### config.mk
export PLATFORM = sky130hd
export DESIGN_NAME = rate_control_fsm
export DESIGN_NICKNAME = d
export VERILOG_FILES = /design/src/hw/ddc_sample_pkg.sv /design/src/hw/ddc_cfg_pkg.sv /design/src/hw/rate_control_fsm.sv
export VERILOG_INCLUDE_DIRS = /design/src /design/src/include
export SDC_FILE = /design/constraint.sdc
export NUM_CORES = 1
export LEC_CHECK = 0
export ABC_AREA = 1
export BUFFER_PORTS_ARGS = -buffer_cell sky130_fd_sc_hd__buf_2
export CAP_MARGIN = 10
export CORE_AREA = 2 2 39 41
export DETAILED_ROUTE_END_ITERATION = 6
export DIE_AREA = 0 0 41 43
export HOLD_SLACK_MARGIN = 0.05
export PLACE_DENSITY = 0.72
export SLEW_MARGIN = 20
export SYNTH_ARGS = -nofsm -noshare
export SYNTH_HDL_FRONTEND = slang
export SYNTH_SLANG_ARGS = --single-unit
### constraint.sdc
create_clock -name clk -period 1.5 [get_ports clk]
set_input_delay 0.225 -clock clk [delete_from_list [all_inputs] [get_ports clk]]
set_output_delay 0.225 -clock clk [all_outputs]
set_load 0.05 [all_outputs]
### src/include/ddc_consts.svh
// ====================
// widths, stage count and reset values of the receive chain
// the accumulator width must stay sample width plus stages times rate width
// ====================
`ifndef DDC_CONSTS_SVH
`define DDC_CONSTS_SVH

`define DDC_IN_W        16  // each input rail
`define DDC_SAMPLE_W    24  // internal rail
`define DDC_PAD_W       8   // zeros appended below input rails
`define DDC_CIC_N       4   // cic stages
`define DDC_RATE_W      8   // rate field
`define DDC_CIC_ACC_W   56  // sample width + stages * rate width
`define DDC_SCALE_W     18  // scale factor
`define DDC_SCALE_SHIFT 14  // product shift
`define DDC_OUT_W       16  // output rail

`define DDC_RATE_RESET  1   // no decimation after reset
`define DDC_SCALE_RESET 0

`endif
### src/hw/ddc_sample_pkg.sv
// ====================
// sample word types along the chain
// all rails are two's complement
// ====================
`default_nettype none

`include "ddc_consts.svh"

package ddc_sample_pkg;

  typedef logic signed [`DDC_SAMPLE_W-1:0]  rail_t;      // internal rail
  typedef logic signed [`DDC_CIC_ACC_W-1:0] acc_t;       // cic integrator / comb
  typedef logic signed [`DDC_OUT_W-1:0]     out_rail_t;  // output rail
  typedef logic signed [`DDC_SCALE_W-1:0]   scale_t;     // gain, 1.0 = 2**14
  typedef logic [`DDC_RATE_W-1:0]           rate_t;      // decimation rate

endpackage

`default_nettype wire

### src/hw/ddc_cfg_pkg.sv
// ====================
// settings addresses and rate control states
// ====================
`default_nettype none

package ddc_cfg_pkg;

  // settings bus register map
  typedef enum logic [7:0] {
    ADDR_SCALE = 8'd1,
    ADDR_DECIM = 8'd2,
    ADDR_MUX   = 8'd3
  } reg_addr_e;

  typedef enum logic [1:0] {
    RATE_IDLE    = 2'd0,  // no samples since last clear
    RATE_ACTIVE  = 2'd1,  // samples flowing
    RATE_PENDING = 2'd2   // new rate waits for clear
  } rate_state_e;

endpackage

`default_nettype wire

### src/hw/rate_control_fsm.sv
// ====================
// rate changes during a stream are held until clear
// a requested rate of 0 is applied as 1
// ====================
`timescale 1ns/1ps
`default_nettype none

`include "ddc_consts.svh"

module rate_control_fsm
  import ddc_cfg_pkg::*;
  import ddc_sample_pkg::*;
(
  input  wire   clk,
  input  wire   reset,
  input  wire   i_clear,
  input  wire   i_in_stb,
  input  wire   i_rate_written,
  input  wire rate_t i_rate_req,
  output logic  o_rate_apply,
  output rate_t o_rate
);

  rate_state_e state;
  logic        apply_now;
  rate_t       rate_safe;

  assign rate_safe = (i_rate_req == '0) ? rate_t'(1) : i_rate_req;

  // a write together with the first sample counts as a write during flow
  assign apply_now = i_clear ? (state == RATE_PENDING || i_rate_written)
                             : (state == RATE_IDLE && i_rate_written && !i_in_stb);

  always_ff @(posedge clk) begin
    if (reset) begin
      state        <= RATE_IDLE;
      o_rate_apply <= 1'b0;
      o_rate       <= rate_t'(`DDC_RATE_RESET);
    end else begin
      o_rate_apply <= apply_now;
      if (apply_now) begin
        o_rate <= rate_safe;
      end
      if (i_clear) begin
        state <= RATE_IDLE;
      end else begin
        case (state)
          RATE_IDLE: begin
            if (i_in_stb) begin
              state <= i_rate_written ? RATE_PENDING : RATE_ACTIVE;
            end
          end
          RATE_ACTIVE: begin
            if (i_rate_written) begin
              state <= RATE_PENDING;
            end
          end
          RATE_PENDING: state <= RATE_PENDING;  // only clear leaves
          default:      state <= RATE_IDLE;
        endcase
      end
    end
  end

  // the chain must never see a rate change mid stream
  assert property (@(posedge clk) disable iff (reset)
    o_rate_apply |-> (state != RATE_ACTIVE));

  assert property (@(posedge clk) disable iff (reset) o_rate != '0);

endmodule

`default_nettype wire

=== Yosys cells after proc, flatten, opt, wreduce, memory -nomap -nowiden ===
Index checks and enable logic that the tools add are counted.

* Latch bits: 0
* Input port bits: 13
* Register bits: 11
* ROM bits: 0
* Bits in writable memories: 0
* Output and inout bits: 9
* Memories kept: 0
* Word-level logic and storage cells: 21

* Equal/unequal tests: 4
* Multiply operators: 0
* $lt $le $gt $ge: 0
* Add/subtract/negate cells: 0
* Reduce and logical (&&, ||, !) cells: 8
* Mux-type cells: 6
* Div/mod/pow operators: 0
* Shifts and indexed selects: 0
* Bitwise gates (word level): 0

{| class="wikitable"
|+ Operators with widths
! kind !! count
|-
| $logic_not A8 Y1 || 1
|-
| $mux W8 || 1
|-
| $mux W2 || 3
|-
| $pmux W2 S3 || 1
|-
| $ne A2 B2 Y1 const B || 2
|-
| $eq A2 B1 Y1 const B || 1
|-
| $eq A2 B2 Y1 const B || 1
|-
| $logic_and A1 B1 Y1 || 2
|-
| $logic_not A2 Y1 || 1
|-
| $reduce_and A2 Y1 || 1
|-
| $reduce_or A2 Y1 || 1
|-
| $logic_not A1 Y1 || 1
|-
| $logic_or A1 B1 Y1 || 1
|-
| $mux W1 || 1
|}

=== Depth between registers and ports, before layout ===
Gate-level depths: netlist of run 1.

* Word-level depth: 4
* Depth in mapped cells: 7
* Mapped depth without buffers: 7

=== Worst setup path after synthesis of run 1 ===
OpenSTA, ideal clock, no wires.

* Path kind: register to register
* From: register state[0]
* To: register o_rate[1]
* Library setup time: 0.138 ns
* Period minus slack after synthesis: 1.234 ns
* Cell stages (with the launch flop): 7
* Arrival: 1.096 ns
* Required time: 1.362 ns
* Path buffers: 0
* Path slack: 0.266 ns
* Path through: dfxtp_1 -> inv_1 -> ha_1 -> o21ai_4 -> nand2_4 -> nand2_1 -> a21oi_2

* Cells in the longest elaborated chain, start to end: 4
* Elaborated cells between the ends (all ways): 6
* Those cells by class: eq/ne: 1; mux: 1; reduce/logical: 4

{| class="wikitable"
|+ Ends and longest elaborated chain
! element !! line !! source
|-
| start: declaration || rate_control_fsm.sv:24 || <nowiki>rate_state_e state;</nowiki>
|-
| start signal: assignment || rate_control_fsm.sv:50 || <nowiki>state <= i_rate_written ? RATE_PENDING : RATE_ACTIVE;</nowiki>
|-
| $logic_not A2 Y1 || rate_control_fsm.sv:32 || <nowiki>: (state == RATE_IDLE && i_rate_written && !i_in_stb);</nowiki>
|-
| $logic_and A1 B1 Y1 (2 in series) || rate_control_fsm.sv:32 ||
|-
| $mux W1 * || rate_control_fsm.sv:31 || <nowiki>assign apply_now = i_clear ? (state == RATE_PENDING || i_rate_written)</nowiki>
|-
| end signal: assignment || rate_control_fsm.sv:38 || <nowiki>o_rate <= rate_t'(`DDC_RATE_RESET);</nowiki>
|-
| end signal: assignment || rate_control_fsm.sv:42 || <nowiki>o_rate <= rate_safe;</nowiki>
|-
| end: declaration || rate_control_fsm.sv:21 || <nowiki>output rate_t o_rate</nowiki>
|}

Every way passes the cells marked *; elsewhere a longest branch is shown, timed or not.
A chain may end at the register's enable or synchronous reset.

=== Final worst setup path of run 1 ===
* From: register state[0]
* To: register o_rate[5]

The elaborated chain is that of the path after synthesis.

==> metrics, run 1 <==
Final Hold Slack 0.221 ns; Synth async-reset ratio 0%; setup skew after layout between 0.008 and 0.009 ns; reg-to-reg slack, setup between 0.1 and 0.15 ns; sequential area share after synthesis 38.3%; nature of the critical path startpoint register; Fillers 136; fin util between 50% and 60%; cell with the most instances after synthesis nand2_1; Post-CTS Setup Inserts 0; post-cts sizing count 0; endpoint class of the critical path register; number of global-route vias before repair about 500; global route overflow 0; Post-synth EDFFs 0; Final setup viols 0; top cell type by total area after synthesis dfxtp_1; placed cell count 110; Worst Setup Slack, final 0.140 ns; WL final between 1000 and 1500 µm; Pwr Density 1020 nW/µm²; post-DP HPWL between 900 and 1000 µm; Core Region around 1400 µm²; Crit Path Max Fanout 10; die area roughly 1800 µm²; Inserted Diodes 0; # DRC 0; share of the synthesized area in the top cell type a little under two fifths; CTS tree yes; Syn Inst Count 74; register area 220 µm²; Final Net Count about 120; #FFs+latches synth 11; Worst Hold Class in2reg; Initial Util 41.6%; top cells by count, synth nand2_1, dfxtp_1, inv_1, nor2_1, nand3_1; # hold bufs at CTS 0; ratio of cells with drive above 1 in the final layout between 30% and 40%; Synth Cell Area between 500 and 600 µm²; clk sinks 11; port bufs 21; DRT iter0 DRCs 19; synth unique cells 14; fin crit period 1.36 ns; Final Non-Filler Cells 114; clock tree buffer depth 2; post-route ant nets 0; total of max-cap violations 0; wire length per cell between 10 and 15 µm; Hold Vio Cnt, Final 0; CP required 1.65 ns; top_reg_cell synth dfxtp_1; RSZ-0062 raised after global routing no; multi-input logic area approximately 310 µm²; final slew viol count 0; CTS clk-pin slew, worst paths approximately 0.07 ns; WS Path Type reg2reg; dpl ws ~0.16 ns; largest cells by area after synthesis dfxtp_1, nand2_1, a21oi_2; first-pass GRT wire length about 2000 µm; # rows 14; antenna violations before repair 0; routed vias approximately 550; LEAKAGE between 0.0003 and 0.0004 µW; Inserted Clock Buffers 3; status complete, no violations; slew margin rel. 78.9%; Total Routing Usage GR 17.0%; Synth-to-Final Area Change 25.7%; Root Driver clkbuf_4; Critical Path AT roughly 1.5 ns; io pins 22; largest net degree at the start of global routing 11; Die Y roughly 43 µm; period utilization between 90% and 100%; setup tns final 0 ns; RD Place Congestion ~0.75; worst-margin pin slew approximately 0.31 ns; Detailed Routing Iterations Pass 1 5; peak supply drop ~0.00048 V; Clock Latency Late Sink between 0.2 and 0.3 ns; Ys Warns 0; net count after synthesis 91; fmax 735 MHz; die width slightly above 40 µm; Mean Syn Cell Area just under 8 µm²; Max H-tree Level 1; post-DR vias/cell 4.85
per-stage QoR:
step,area (µm²),power [µW]
after floorplan,576,487
after global placement,697,538
after detailed placement,697,543
after CTS,723,742
after global routing,723,787
final,723,737
registers in the layout, indices dropped and copies added, names as in the netlist:
register	flops
o_rate_apply	1
o_rate	8
state	2
final timing paths:
check                                               to                   start  depth (start not counted)
worst max-delay path            o_rate[5]$_SDFFE_PP0P_   state[0]$_SDFFE_PP0P_                          6
worst min register to register  o_rate[7]$_SDFFE_PP0P_  o_rate[7]$_SDFFE_PP0P_                          2
worst min-delay path            o_rate[7]$_SDFFE_PP0P_           i_rate_req[7]                          3
worst max register to register  o_rate[5]$_SDFFE_PP0P_   state[0]$_SDFFE_PP0P_                          6
layer usage:
metal  track usage, %  routed length [µm]
met5                0                   0
met4             8.00                  14
met3             7.33                 114
met2             25.6                 574
met1             19.7                 514
worst max-delay path, cell delays in order, from the launching register on:
cell and delay, ns:
dfxtp_1 0.37, inv_1 0.08, ha_1 0.22, o21ai_4 0.28
nand2_4 0.13, nand2_1 0.10, a21oi_2 0.05
layout by cell type, fill, tap and decap left out, drive strengths merged:
cell / synthesis / layout
nand3: 9 / 9
clkbuf: 0 / 4
nor2: 10 / 10
nand2: 16 / 16
o21ai: 4 / 4
a21oi: 9 / 9
inv: 10 / 10
ha: 4 / 4
dfxtp: 11 / 11
buf: 1 / 21
power breakdown:
part	switching (µW)	leakage, µW	internal (µW)
registers	11.0	0.0000906	314
logic	149	0.000257	62.8
clock network	97.0	0.0000150	103
total	257	0.000363	480
cells by family (layout without fill, tap and decap cells):
kind of cell	after synthesis	count (layout)	share of synthesized area, %
AND/OR/NAND/NOR	35	35	28.7
AO/OA/AOI/OAI	13	13	17.2
flip-flops	11	11	38.3
buffers and inverters	11	35	7.17
adder cells (fa/ha/maj)	4	4	8.70
area by class of cell:
class	count	area share [%]
Clock buffer	4	3.63
Inverter	10	5.19
Multi-Input combinational cell	52	43.4
Sequential cell	11	30.4
Tap cell	16	2.77
Timing Repair Buffer	21	14.5
No activity file was read; power rests on OpenSTA's default activity.
==> inputs of run 2 (changes only) <==
BUFFER_PORTS_ARGS = not set   (was -buffer_cell sky130_fd_sc_hd__buf_2)
DONT_BUFFER_PORTS = 1   (was not set)
PLACE_DENSITY = not set   (was 0.72)
==> run 2 against run 1 <==
  * Sequential cell count unchanged
  * Register-to-register slack worse by 0.02 ns
  * Critical path type unchanged
  * Worst setup slack worse by 0.015 ns
  * Maximum frequency decreased by 1.1%
  * Power shrank 1.2%
  * Combinational power fell by 8%
  * First-iteration DRC count down 37%
  * Non-clock buffer count fell by 12
  * Final area fell by 4.8%
  * Cell count shrank 11%
  * Clock power is 2% higher
  * Largest cell class unchanged
==> metrics, run 2 (synthesized netlist as in run 1, its figures left out) <==
status complete, no violations; slew margin rel. around 70%; RD Place Congestion 0.719; period utilization just over 90%; Detailed Routing Iterations Pass 1 4; # rows 14; Design Area, Final between 600 and 700 µm²; first-pass GRT wire length 1730 µm; Buf/Inv on CP 1; register area roughly 220 µm²; post-cts sizing count 0; register with the most flip-flops o_rate; Crit Path Max Fanout 10; cells on worst reg2reg path 6; final slew viol count 0; Final setup viols 0; Clock Latency Late Sink approximately 0.27 ns; Crit-path slowest cell dfxtp_1; Total Routing Usage GR between 10% and 20%; Pwr Density between 1000 and 1500 nW/µm²; routed vias between 400 and 500; LEAKAGE ~0.00032 µW; Fillers between 150 and 200; wire length per cell between 10 and 15 µm; port bufs 0; endpoint class of the critical path register; Core Region 1380 µm²; Max stage delay on crit path just under 0.4 ns; fin util between 40 and 50%; Post-DP Area approximately 650 µm²; Largest register FFs 8; most common cell after layout, fill and taps aside nand2_1; CP required between 1.5 and 2 ns; Worst Hold Depth 2; Worst Hold Class in2reg; fin crit period between 1 and 1.5 ns; # DRC 0; setup tns final 0 ns; clk sinks 11; global route overflow 0; Inserted Diodes 0; die area approximately 1800 µm²; WP depth 6; WL final 1130 µm; CTS clk-pin slew, worst paths ~0.080 ns; io pins 22; Hold Vio Cnt, Final 0; Synth-to-Final Area Change 19.6%; multi-input logic area between 300 and 400 µm²; Critical Path AT approximately 1.5 ns; DRT iter0 DRCs 12; largest net degree at the start of global routing 11; setup skew after layout a little over 0.006 ns; Initial Util between 40% and 50%; Die Y between 40 and 50 µm; Root Driver clkbuf_4; post-DR vias/cell 4.67; RSZ-0062 raised after global routing no; Final Net Count around 100; Max H-tree Level 1; nature of the critical path startpoint register; number of global-route vias before repair about 420; clock tree buffer depth 2; post-route ant nets 0; Crit path max-delay family flip-flops; ratio of cells with drive above 1 in the final layout 24.4%; total of max-cap violations 0; Post-CTS Setup Inserts 0; CP cell instances inv_1, ha_1, o21ai_4, nand2_4, nand2_1, a21oi_2; Top Registers o_rate: 8 flops, state: 2 flops, o_rate_apply: 1 flops; Inserted Clock Buffers 3; fmax just over 700 MHz; worst-margin pin slew between 0.4 and 0.5 ns; die width approximately 41 µm; WS Path Type reg2reg; peak supply drop around 0.00051 V; CTS tree yes; most frequent cells in the layout nand2_1, dfxtp_1, inv_1, nor2_1; antenna violations before repair 0
-- run 2: changes by cell type in the layout (fill, tap and decap cells not counted) --
| cell | before | now |
|---|---|---|
| buf_2 | 21 | 0 |
| buf_4 | 0 | 8 |
| o21ai_0 | 1 | 3 |
| o21ai_1 | 2 | 0 |
| dlygate4sd3_1 | 0 | 1 |
-- run 2: path summary, 6_finish.rpt --
kind | startpoint | to | slack [ns]
setup / recovery | state[0]$_SDFFE_PP0P_ | o_rate[6]$_SDFFE_PP0P_ | 0.12
hold / removal | i_rate_req[7] | o_rate[7]$_SDFFE_PP0P_ | 0.1
setup reg to reg | state[0]$_SDFFE_PP0P_ | o_rate[6]$_SDFFE_PP0P_ | 0.12
hold reg to reg | o_rate[6]$_SDFFE_PP0P_ | o_rate[6]$_SDFFE_PP0P_ | 0.50
-- run 2: layout make-up --
class	instances	share of cell area, %
Inverter	10	5.45
Clock buffer	4	3.82
Sequential cell	11	32.0
Timing Repair Buffer	9	10.2
Multi-Input combinational cell	52	45.6
Tap cell	16	2.91
-- run 2: metrics by stage --
step | instances | worst slack, ns | power, µW | hold WS (ns)
CTS | 102 | 0.124 | 738 | 0.0898
finish | 102 | 0.125 | 728 | 0.0977
global placement | 97 | 0.197 | 522 | 0.289
floorplan | 74 | 0.266 | 487 | 0.363
global route | 102 | 0.0161 | 771 | 0.0851
detailed placement | 97 | 0.158 | 525 | 0.291
-- run 2: power by group --
group	internal, µW	leakage, µW	total, µW	switching, µW
Combinational	61.7	0.000211	194	132
Clock	103	0.0000150	205	102
Sequential	314	0.0000906	330	16.1
Total	478	0.000317	728	250
-- run 2: per-layer routing --
metal / GRT usage, % / part of all wire [%]
met1: 23.2 / 51
met3: 5.24 / 7.9
met2: 16.3 / 40
met5: 0 / 0
met4: 8.00 / 0.89
-- run 2: what timing repair did --
action / 4_1_cts / 5_1_grt
endpoints found under the setup margin: 0 / 0
hold endpoints to repair: 8 / 0
hold buffers: 1 / 0
