## config.mk

```make
export PLATFORM = sky130hd
export DESIGN_NAME = cic_decimator
export DESIGN_NICKNAME = d
export VERILOG_FILES = /design/src/hw/ddc_sample_pkg.sv /design/src/hw/cic_decimator.sv
export VERILOG_INCLUDE_DIRS = /design/src /design/src/include
export SDC_FILE = /design/constraint.sdc
export NUM_CORES = 2
export LEC_CHECK = 0
export BUFFER_PORTS_ARGS = -buffer_cell sky130_fd_sc_hd__buf_2
export CORE_AREA = 5 5 364 366
export DETAILED_ROUTE_END_ITERATION = 6
export DIE_AREA = 0 0 369 371
export GPL_TIMING_DRIVEN = 0
export PLACE_DENSITY = 0.81
export SYNTH_ARGS = -nofsm -noshare
export SYNTH_HDL_FRONTEND = slang
export SYNTH_SLANG_ARGS = --single-unit
```

## constraint.sdc

```tcl
create_clock -name clk -period 43 [get_ports clk]
set_clock_uncertainty 0.1 [all_clocks]
set_input_delay 6.45 -clock clk [delete_from_list [all_inputs] [get_ports clk]]
set_output_delay 6.45 -clock clk [all_outputs]
set_load 0.01 [all_outputs]
```

## src/include/ddc_consts.svh

```systemverilog
// ====================
// widths, stage count and reset values of the receive chain
// the accumulator width must stay sample width plus stages times rate width
// ====================
`ifndef DDC_CONSTS_SVH
`define DDC_CONSTS_SVH

`define DDC_IN_W        16  // each input rail
`define DDC_SAMPLE_W    24  // internal rail
`define DDC_PAD_W       8   // zeros appended below input rails
`define DDC_CIC_N       4   // cic stages
`define DDC_RATE_W      8   // rate field
`define DDC_CIC_ACC_W   56  // sample width + stages * rate width
`define DDC_SCALE_W     18  // scale factor
`define DDC_SCALE_SHIFT 14  // product shift
`define DDC_OUT_W       16  // output rail

`define DDC_RATE_RESET  1   // no decimation after reset
`define DDC_SCALE_RESET 0

`endif
```

## src/hw/ddc_sample_pkg.sv

```systemverilog
// ====================
// sample word types along the chain
// all rails are two's complement
// ====================
`default_nettype none

`include "ddc_consts.svh"

package ddc_sample_pkg;

  typedef logic signed [`DDC_SAMPLE_W-1:0]  rail_t;      // internal rail
  typedef logic signed [`DDC_CIC_ACC_W-1:0] acc_t;       // cic integrator / comb
  typedef logic signed [`DDC_OUT_W-1:0]     out_rail_t;  // output rail
  typedef logic signed [`DDC_SCALE_W-1:0]   scale_t;     // gain, 1.0 = 2**14
  typedef logic [`DDC_RATE_W-1:0]           rate_t;      // decimation rate

endpackage

`default_nettype wire

```

## src/hw/cic_decimator.sv

```systemverilog
// ====================
// four stage cic on both rails, output 2 cycles after the dump sample
// gain is removed by a shift of 4*ceil(log2 R), so non power of 2 rates lose level
// ====================
`timescale 1ns/1ps
`default_nettype none

`include "ddc_consts.svh"

module cic_decimator
  import ddc_sample_pkg::*;
(
  input  wire   clk,
  input  wire   reset,
  input  wire   i_clear,
  input  wire   i_stb,
  input  wire   i_last,
  input  wire   i_dump,
  input  wire rail_t i_i,
  input  wire rail_t i_q,
  input  wire   i_rate_apply,
  input  wire rate_t i_rate,
  output logic  o_stb,
  output logic  o_last,
  output rail_t o_i,
  output rail_t o_q
);

  localparam int N  = `DDC_CIC_N;
  localparam int NR = 2;  // rail 0 is I, rail 1 is Q
  localparam rail_t RAIL_MIN = {1'b1, {(`DDC_SAMPLE_W-1){1'b0}}};
  localparam rail_t RAIL_MAX = ~RAIL_MIN;

  rail_t      in_rail   [NR];
  acc_t       integ     [NR][N];
  acc_t       integ_nxt [NR][N];
  acc_t       comb_dly  [NR][N];
  acc_t       comb_in   [NR][N+1];  // comb_in[r][N] is the comb output
  acc_t       norm      [NR];
  rail_t      sat       [NR];
  logic [5:0] shift;
  logic       dump_d;
  logic       last_d;
  logic       win_last;  // a last seen earlier in this window

  function automatic logic [3:0] ceil_log2(input rate_t r);
    logic [3:0] res;
    res = '0;
    for (int b = 0; b < `DDC_RATE_W; b++) begin
      if ((9'd1 << b) < {1'b0, r}) begin
        res = 4'(b + 1);
      end
    end
    return res;
  endfunction

  assign in_rail[0] = i_i;
  assign in_rail[1] = i_q;

  always_comb begin
    for (int r = 0; r < NR; r++) begin
      integ_nxt[r][0] = integ[r][0] + acc_t'(in_rail[r]);
      for (int k = 1; k < N; k++) begin
        integ_nxt[r][k] = integ[r][k] + integ_nxt[r][k-1];  // no pipeline delay
      end
      comb_in[r][0] = integ[r][N-1];
      for (int k = 0; k < N; k++) begin
        comb_in[r][k+1] = comb_in[r][k] - comb_dly[r][k];
      end
      norm[r] = comb_in[r][N] >>> shift;
      if (&norm[r][`DDC_CIC_ACC_W-1:`DDC_SAMPLE_W-1] ||
          ~|norm[r][`DDC_CIC_ACC_W-1:`DDC_SAMPLE_W-1]) begin
        sat[r] = norm[r][`DDC_SAMPLE_W-1:0];
      end else begin
        sat[r] = norm[r][`DDC_CIC_ACC_W-1] ? RAIL_MIN : RAIL_MAX;
      end
    end
  end

  always_ff @(posedge clk) begin
    if (reset || i_clear || i_rate_apply) begin
      for (int r = 0; r < NR; r++) begin
        for (int k = 0; k < N; k++) begin
          integ[r][k]    <= '0;
          comb_dly[r][k] <= '0;
        end
      end
      dump_d   <= 1'b0;
      last_d   <= 1'b0;
      win_last <= 1'b0;
      o_stb    <= 1'b0;
      o_last   <= 1'b0;
    end else begin
      if (i_stb) begin
        for (int r = 0; r < NR; r++) begin
          for (int k = 0; k < N; k++) begin
            integ[r][k] <= integ_nxt[r][k];
          end
        end
        win_last <= i_dump ? 1'b0 : (win_last || i_last);
      end
      dump_d <= i_stb && i_dump;
      last_d <= i_stb && i_dump && (win_last || i_last);
      if (dump_d) begin
        for (int r = 0; r < NR; r++) begin
          for (int k = 0; k < N; k++) begin
            comb_dly[r][k] <= comb_in[r][k];
          end
        end
      end
      o_stb  <= dump_d;
      o_last <= last_d;
    end
  end

  always_ff @(posedge clk) begin
    if (reset) begin
      shift <= '0;  // rate 1 after reset
    end else if (i_rate_apply) begin
      shift <= {ceil_log2(i_rate), 2'b00};
    end
  end

  always_ff @(posedge clk) begin
    if (dump_d) begin
      o_i <= sat[0];
      o_q <= sat[1];
    end
  end

endmodule

`default_nettype wire

```

======== Word-level counts from Yosys, hierarchy flattened ========
Memories as Yosys holds them, arrays and structs flattened.
Index checks and enable logic that the tools add are counted.
operators by class
  add/subtract/negate cells ............... 16
  $lt $le $gt $ge ......................... 8
  bitwise gates (word level) .............. 16
  reductions and logical operators ........ 13
  multiplexer cells ....................... 37
  shifts and indexed selects .............. 2
operator list
  cell                                                       number
  2-to-1 mux 56 bit                                          16
  subtractor 56 bit                                          8
  adder 56 bit                                               6
  adder 56 x 24 -> 56 bit                                    2
  >>> shifter 56 x 6 -> 56 bit                               2
  2-to-1 mux 24 bit                                          4
  AND reduction 33 bit                                       2
  OR reduction 33 bit                                        2
  2-to-1 mux 4 bit                                           7
  OR 1 bit                                                   16
  2-to-1 mux 1 bit                                           10
  less-than comparator 1 x 8 -> 1 bit, first input constant  1
  less-than comparator 2 x 8 -> 1 bit, first input constant  1
  less-than comparator 3 x 8 -> 1 bit, first input constant  1
  less-than comparator 4 x 8 -> 1 bit, first input constant  1
  less-than comparator 5 x 8 -> 1 bit, first input constant  1
  less-than comparator 6 x 8 -> 1 bit, first input constant  1
  less-than comparator 7 x 8 -> 1 bit, first input constant  1
  less-than comparator 8 bit, first input constant           1
  logical OR 1 bit                                           5
  logical AND 1 bit                                          2
  zero test 1 bit                                            2
storage, ports and cells
  bits in writable memories ............... 896
  bits in registers ....................... 57
  memories kept ........................... 2
  output and inout bits ................... 50
  word-level logic and storage cells ...... 102
memories
  name      words  width  rd ports  clocked after Yosys merged registers in  wr ports  line                 source
  comb_dly  2      224    2         0                                        2         cic_decimator.sv:37  acc_t comb_dly [NR][N];
  integ     2      224    2         0                                        2         cic_decimator.sv:35  acc_t integ [NR][N];

======== Logic depth before layout (Yosys ltp) ========
An unclocked memory read counts as a cell.
  depth after elaboration ................. 10
  mapped depth ............................ 65
  depth with buffers taken out ............ 62

======== Worst setup path after synthesis ========
Ideal clock, no wire load.
  path kind ............................... in2reg
  from .................................... input port i_stb
  to ...................................... memory integ[0][0] in the netlist's numbering (enable)
  stages on the path ...................... 2
  path slack .............................. 24.583 ns
  buffers on the path ..................... 1
  data arrival time ....................... 17.422 ns
  data required time ...................... 42.005 ns
  path through ............................ clkbuf_1 nand2b_1
RTL lines
  item         line                 source
  from (decl)  cic_decimator.sv:16  input wire i_stb,
  to (decl)    cic_decimator.sv:35

==> impl_table.tex <==
\begin{tabular}{lr}
\hline
Metric & Value \\
\hline
\multicolumn{2}{l}{\textbf{Outcome}} \\
\quad Outcome & completed \\
\multicolumn{2}{l}{\textbf{Drt}} \\
\quad Via count of the routed design & 68100 \\
\quad DRC viols & 0 \\
\quad Final wirelength & 210000 µm \\
\quad Mean routed wirelength per cell & 19.0 µm \\
\quad Average vias per placed instance & 6.16 \\
\quad Detailed router's first-iteration violation count & 5512 \\
\quad Number of nets still failing antenna checks after routing & 0 \\
\quad Pre-Repair DR Iteration Count & 7 \\
\multicolumn{2}{l}{\textbf{Worst setup path}} \\
\quad Data required time at the worst endpoint & 43.34 ns \\
\quad Setup Crit Path Kind & input pin to flop \\
\quad Worst endpoint data arrival time & 18.66 ns \\
\quad Type of destination of the critical path & flop \\
\quad CP startpoint kind & input pin \\
\quad Cell with the largest stage delay on the worst path & sky130\_fd\_sc\_hd\_\_o41ai\_1 \\
\quad CP Max Fanout & 6 \\
\quad Largest stage delay on the critical path & 0.97 ns \\
\quad Worst R2R Path Depth & 60 \\
\multicolumn{2}{l}{\textbf{Min path}} \\
\quad Count of cells along the worst hold path & 1 \\
\quad Kind of path behind the tightest hold check & flop to flop \\
\multicolumn{2}{l}{\textbf{Synth}} \\
\quad Share of Yosys cell area claimed by the top area cell type & 34.1\% \\
\quad Proportion of synthesized chip area in sequential cells & 34.3\% \\
\quad Post-synthesis async set-or-reset flop share & 0\% \\
\quad Number of library cell types mapped by synthesis & 105 \\
\quad Post-synthesis average cell area & 9.19 µm² \\
\quad Combined area of all synthesized cells & 83100 µm² \\
\quad Warnings from Yosys & 0 \\
\quad Synth Instances & 9046 \\
\quad Seq cells post-synth & 953 \\
\quad Leading area contributor after synthesis & sky130\_fd\_sc\_hd\_\_edfxtp\_1 \\
\quad Flip-flop cell with the highest count after synthesis & sky130\_fd\_sc\_hd\_\_edfxtp\_1 \\
\quad Number of flops mapped to enable cells by yosys & 944 \\
\quad Top cells by area, synth & sky130\_fd\_sc\_hd\_\_edfxtp\_1 34\%, sky130\_fd\_sc\_hd\_\_ha\_1 13\%, sky130\_fd\_sc\_hd\_\_xnor2\_1 5.4\% \\
\quad Synthesized net count & 10000 \\
\multicolumn{2}{l}{\textbf{STA}} \\
\quad Maximum clock frequency & 54.6 MHz \\
\quad RSZ-0062 raised after global routing & false \\
\quad Transition time at the pin with the least slew margin & 1.47 ns \\
\quad Setup slack after layout & 24.68 ns \\
\quad Min Tclk post-route & 18.32 ns \\
\quad Post-route fraction of the period consumed by the critical path & 42.6\% \\
\quad Sum of negative setup slack & 0 ns \\
\quad Hold Vio Cnt, Final & 0 \\
\quad Total of endpoints with negative setup slack in the final report & 0 \\
\quad Normalized max-slew margin & 2.09\% \\
\quad Max Slew Vio Count & 0 \\
\multicolumn{2}{l}{\textbf{GRT}} \\
\quad Pin count of the biggest net entering global routing & 74 \\
\quad Global-route wire length before repair & 338000 µm \\
\quad Most crowded layer after global routing & met2 \\
\quad Total grt overflow & 0 \\
\quad Antenna violations before repair & 3 \\
\quad Global routing met1 resource utilization & 40.7\% \\
\quad Number of global-route vias before repair & 65300 \\
\quad Met2 layer usage reported by global route & 49.6\% \\
\quad Global-route usage over all layers & 30.0\% \\
\quad GRT met3 Usage & 3.63\% \\
\multicolumn{2}{l}{\textbf{Place}} \\
\quad Post-place setup slack & 24.33 ns \\
\quad IO Port Bufs & 109 \\
\quad Total half-perimeter wirelength after legalization and detailed placement & 165000 µm \\
\quad Gp weighted congestion & 0.975 \\
\quad Cell Area, Placed & 86200 µm² \\
\multicolumn{2}{l}{\textbf{Floorplanning}} \\
\quad \# rows & 132 \\
\quad Die Footprint & 137000 µm² \\
\quad Chip height & 371 µm \\
\quad Effective utilization at floorplan & 64.5\% \\
\quad Chip Width & 369 µm \\
\quad Standard cell core area & 129000 µm² \\
\quad I/O pin cnt & 113 \\
\multicolumn{2}{l}{\textbf{Clock network}} \\
\quad Setup Buffers After CTS & 0 \\
\quad Later-pin clock latency in the skew report & 0.75 ns \\
\quad TritonCTS clock tree & yes \\
\quad Clock Path Buffers & 3 \\
\quad Post-cts resize count & 0 \\
\quad Hold bufs inserted after CTS & 0 \\
\quad Total clock sinks & 953 \\
\quad Clock edge transition at the registers on the reported setup and hold paths & 0.07 ns \\
\quad CTS HTree Levels & 3 \\
\quad Clock tree root driver cell & sky130\_fd\_sc\_hd\_\_clkbuf\_16 \\
\quad Number of buffers created by CTS & 110 \\
\multicolumn{2}{l}{\textbf{Finish}} \\
\quad Synth-to-Final Area Change & 8.36\% \\
\quad Layout Cell Area excl Fill & 90100 µm² \\
\quad Fraction of layout instances using a drive strength above 1 & 4.59\% \\
\quad Layout Nets & 10200 \\
\multicolumn{2}{l}{\textbf{Job}} \\
\quad Max capacitance violation total & 0 \\
\hline
\end{tabular}
[cells in the final DEF (no fill, tap or decap), types with 139 or more instances in the layout]
master and instances:
sky130_fd_sc_hd__xor2_1 275, sky130_fd_sc_hd__ha_1 880, sky130_fd_sc_hd__nor2_1 597, sky130_fd_sc_hd__a21o_1 469, sky130_fd_sc_hd__and3_1 219, sky130_fd_sc_hd__a21oi_1 771
sky130_fd_sc_hd__o21ai_0 406, sky130_fd_sc_hd__and2_1 670, sky130_fd_sc_hd__o21bai_1 139, sky130_fd_sc_hd__nand3_1 164, sky130_fd_sc_hd__nand2b_1 144, sky130_fd_sc_hd__edfxtp_1 944
sky130_fd_sc_hd__xnor2_1 517, sky130_fd_sc_hd__inv_1 679, sky130_fd_sc_hd__nor3_1 155, sky130_fd_sc_hd__clkbuf_1 216, sky130_fd_sc_hd__nand2_1 451
[registers in the layout (all words and copies together) (netlist names)]
name / count
integ: 448
o_q: 24
o_i: 24
dump_d: 1
o_stb: 1
win_last: 1
o_last: 1
comb_dly: 448
last_d: 1
shift: 4
[metrics by stage]
step	utilization [%]	cells	hold slack (ns)
floorplan	-	9046	0.306
global placement	66.6	10800	0.309
detailed placement	66.9	10800	0.327
CTS	69.9	11000	0.343
global route	69.9	11000	0.366
finish	69.9	11100	0.337
[cells in the mapped netlist, types with 13 or more instances]
library cell and n:
sky130_fd_sc_hd__a311oi_1 15, sky130_fd_sc_hd__o41ai_1 14, sky130_fd_sc_hd__a31oi_1 84, sky130_fd_sc_hd__buf_1 25, sky130_fd_sc_hd__clkbuf_1 201, sky130_fd_sc_hd__o211ai_1 58
sky130_fd_sc_hd__nor4_1 27, sky130_fd_sc_hd__a31o_2 20, sky130_fd_sc_hd__a21boi_0 23, sky130_fd_sc_hd__o21bai_1 139, sky130_fd_sc_hd__nor3_1 156, sky130_fd_sc_hd__nor2b_1 122
sky130_fd_sc_hd__and2_1 670, sky130_fd_sc_hd__a211o_1 17, sky130_fd_sc_hd__a21o_1 469, sky130_fd_sc_hd__nand3_1 164, sky130_fd_sc_hd__nand2b_1 146, sky130_fd_sc_hd__a21oi_1 771
sky130_fd_sc_hd__and3_1 219, sky130_fd_sc_hd__or2_2 27, sky130_fd_sc_hd__nor3b_1 18, sky130_fd_sc_hd__edfxtp_1 944, sky130_fd_sc_hd__o21a_1 112, sky130_fd_sc_hd__o311ai_0 19
sky130_fd_sc_hd__a41oi_1 19, sky130_fd_sc_hd__o31a_1 15, sky130_fd_sc_hd__inv_1 679, sky130_fd_sc_hd__o21ai_0 406, sky130_fd_sc_hd__mux2i_1 101, sky130_fd_sc_hd__and4_1 22
sky130_fd_sc_hd__a211oi_1 106, sky130_fd_sc_hd__nand4_1 88, sky130_fd_sc_hd__xnor2_1 517, sky130_fd_sc_hd__or3_1 45, sky130_fd_sc_hd__ha_1 880, sky130_fd_sc_hd__o31ai_1 49
sky130_fd_sc_hd__a2111oi_0 22, sky130_fd_sc_hd__nand2_1 451, sky130_fd_sc_hd__fa_1 16, sky130_fd_sc_hd__o2111ai_1 13, sky130_fd_sc_hd__mux2_2 21, sky130_fd_sc_hd__xor2_1 275
sky130_fd_sc_hd__a221oi_1 17, sky130_fd_sc_hd__nor2_1 597
[cell type report]
| cell class | instances | area [µm²] |
|---|---|---|
| Inverter | 683 | 2560 |
| Tap cell | 1675 | 2100 |
| Clock inverter | 76 | 1000 |
| Clock buffer | 127 | 2860 |
| Sequential cell | 953 | 28500 |
| Fill cell | 9650 | 38700 |
| Buffer | 237 | 921 |
| Antenna cell | 7 | 17.5 |
| Multi-Input combinational cell | 7173 | 51100 |
| Timing Repair Buffer | 125 | 958 |
[logic make-up (layout without fill, tap and decap cells)]
kind of cell,Yosys count,after routing,share of synthesized area (%)
fa+ha+maj,896,896,13.6
compound gates,2551,2551,20.0
other cells,0,7,0
mux,131,131,1.74
flops,953,953,34.3
simple gates,2799,2799,17.7
buf+inv,920,1248,4.19
xor+xnor,796,796,8.46
[critical path: cells and delay by family]
kind	cells	cell delay (ns)
AOI/OAI and AO/OA	29	7.68
and+or+nand+nor	13	1.90
adders and majority gates	5	1.71
xor gates and xnor gates	3	0.76
buffers and inverters	1	0.12
[metal layers]
metal / up-vias / part of all wire [%]
li1: 33500 / -
met1: 31900 / 45
met2: 2215 / 45
met3: 462 / 5.9
met4: 2 / 4.2
met5: - / 0.0062
[final timing paths]
| check | to | startpoint | slack (ns) |
|---|---|---|---|
| max | integ[1][55] | i_q[0] | 24.68 |
| min | o_last | last_d | 0.34 |
| max reg2reg | o_i[6] | integ[0][0] | 28.44 |
| min reg2reg | o_last | last_d | 0.34 |
Power is not shown: default switching activity piles up to over one toggle a cycle in this logic, so the estimate is an artifact.
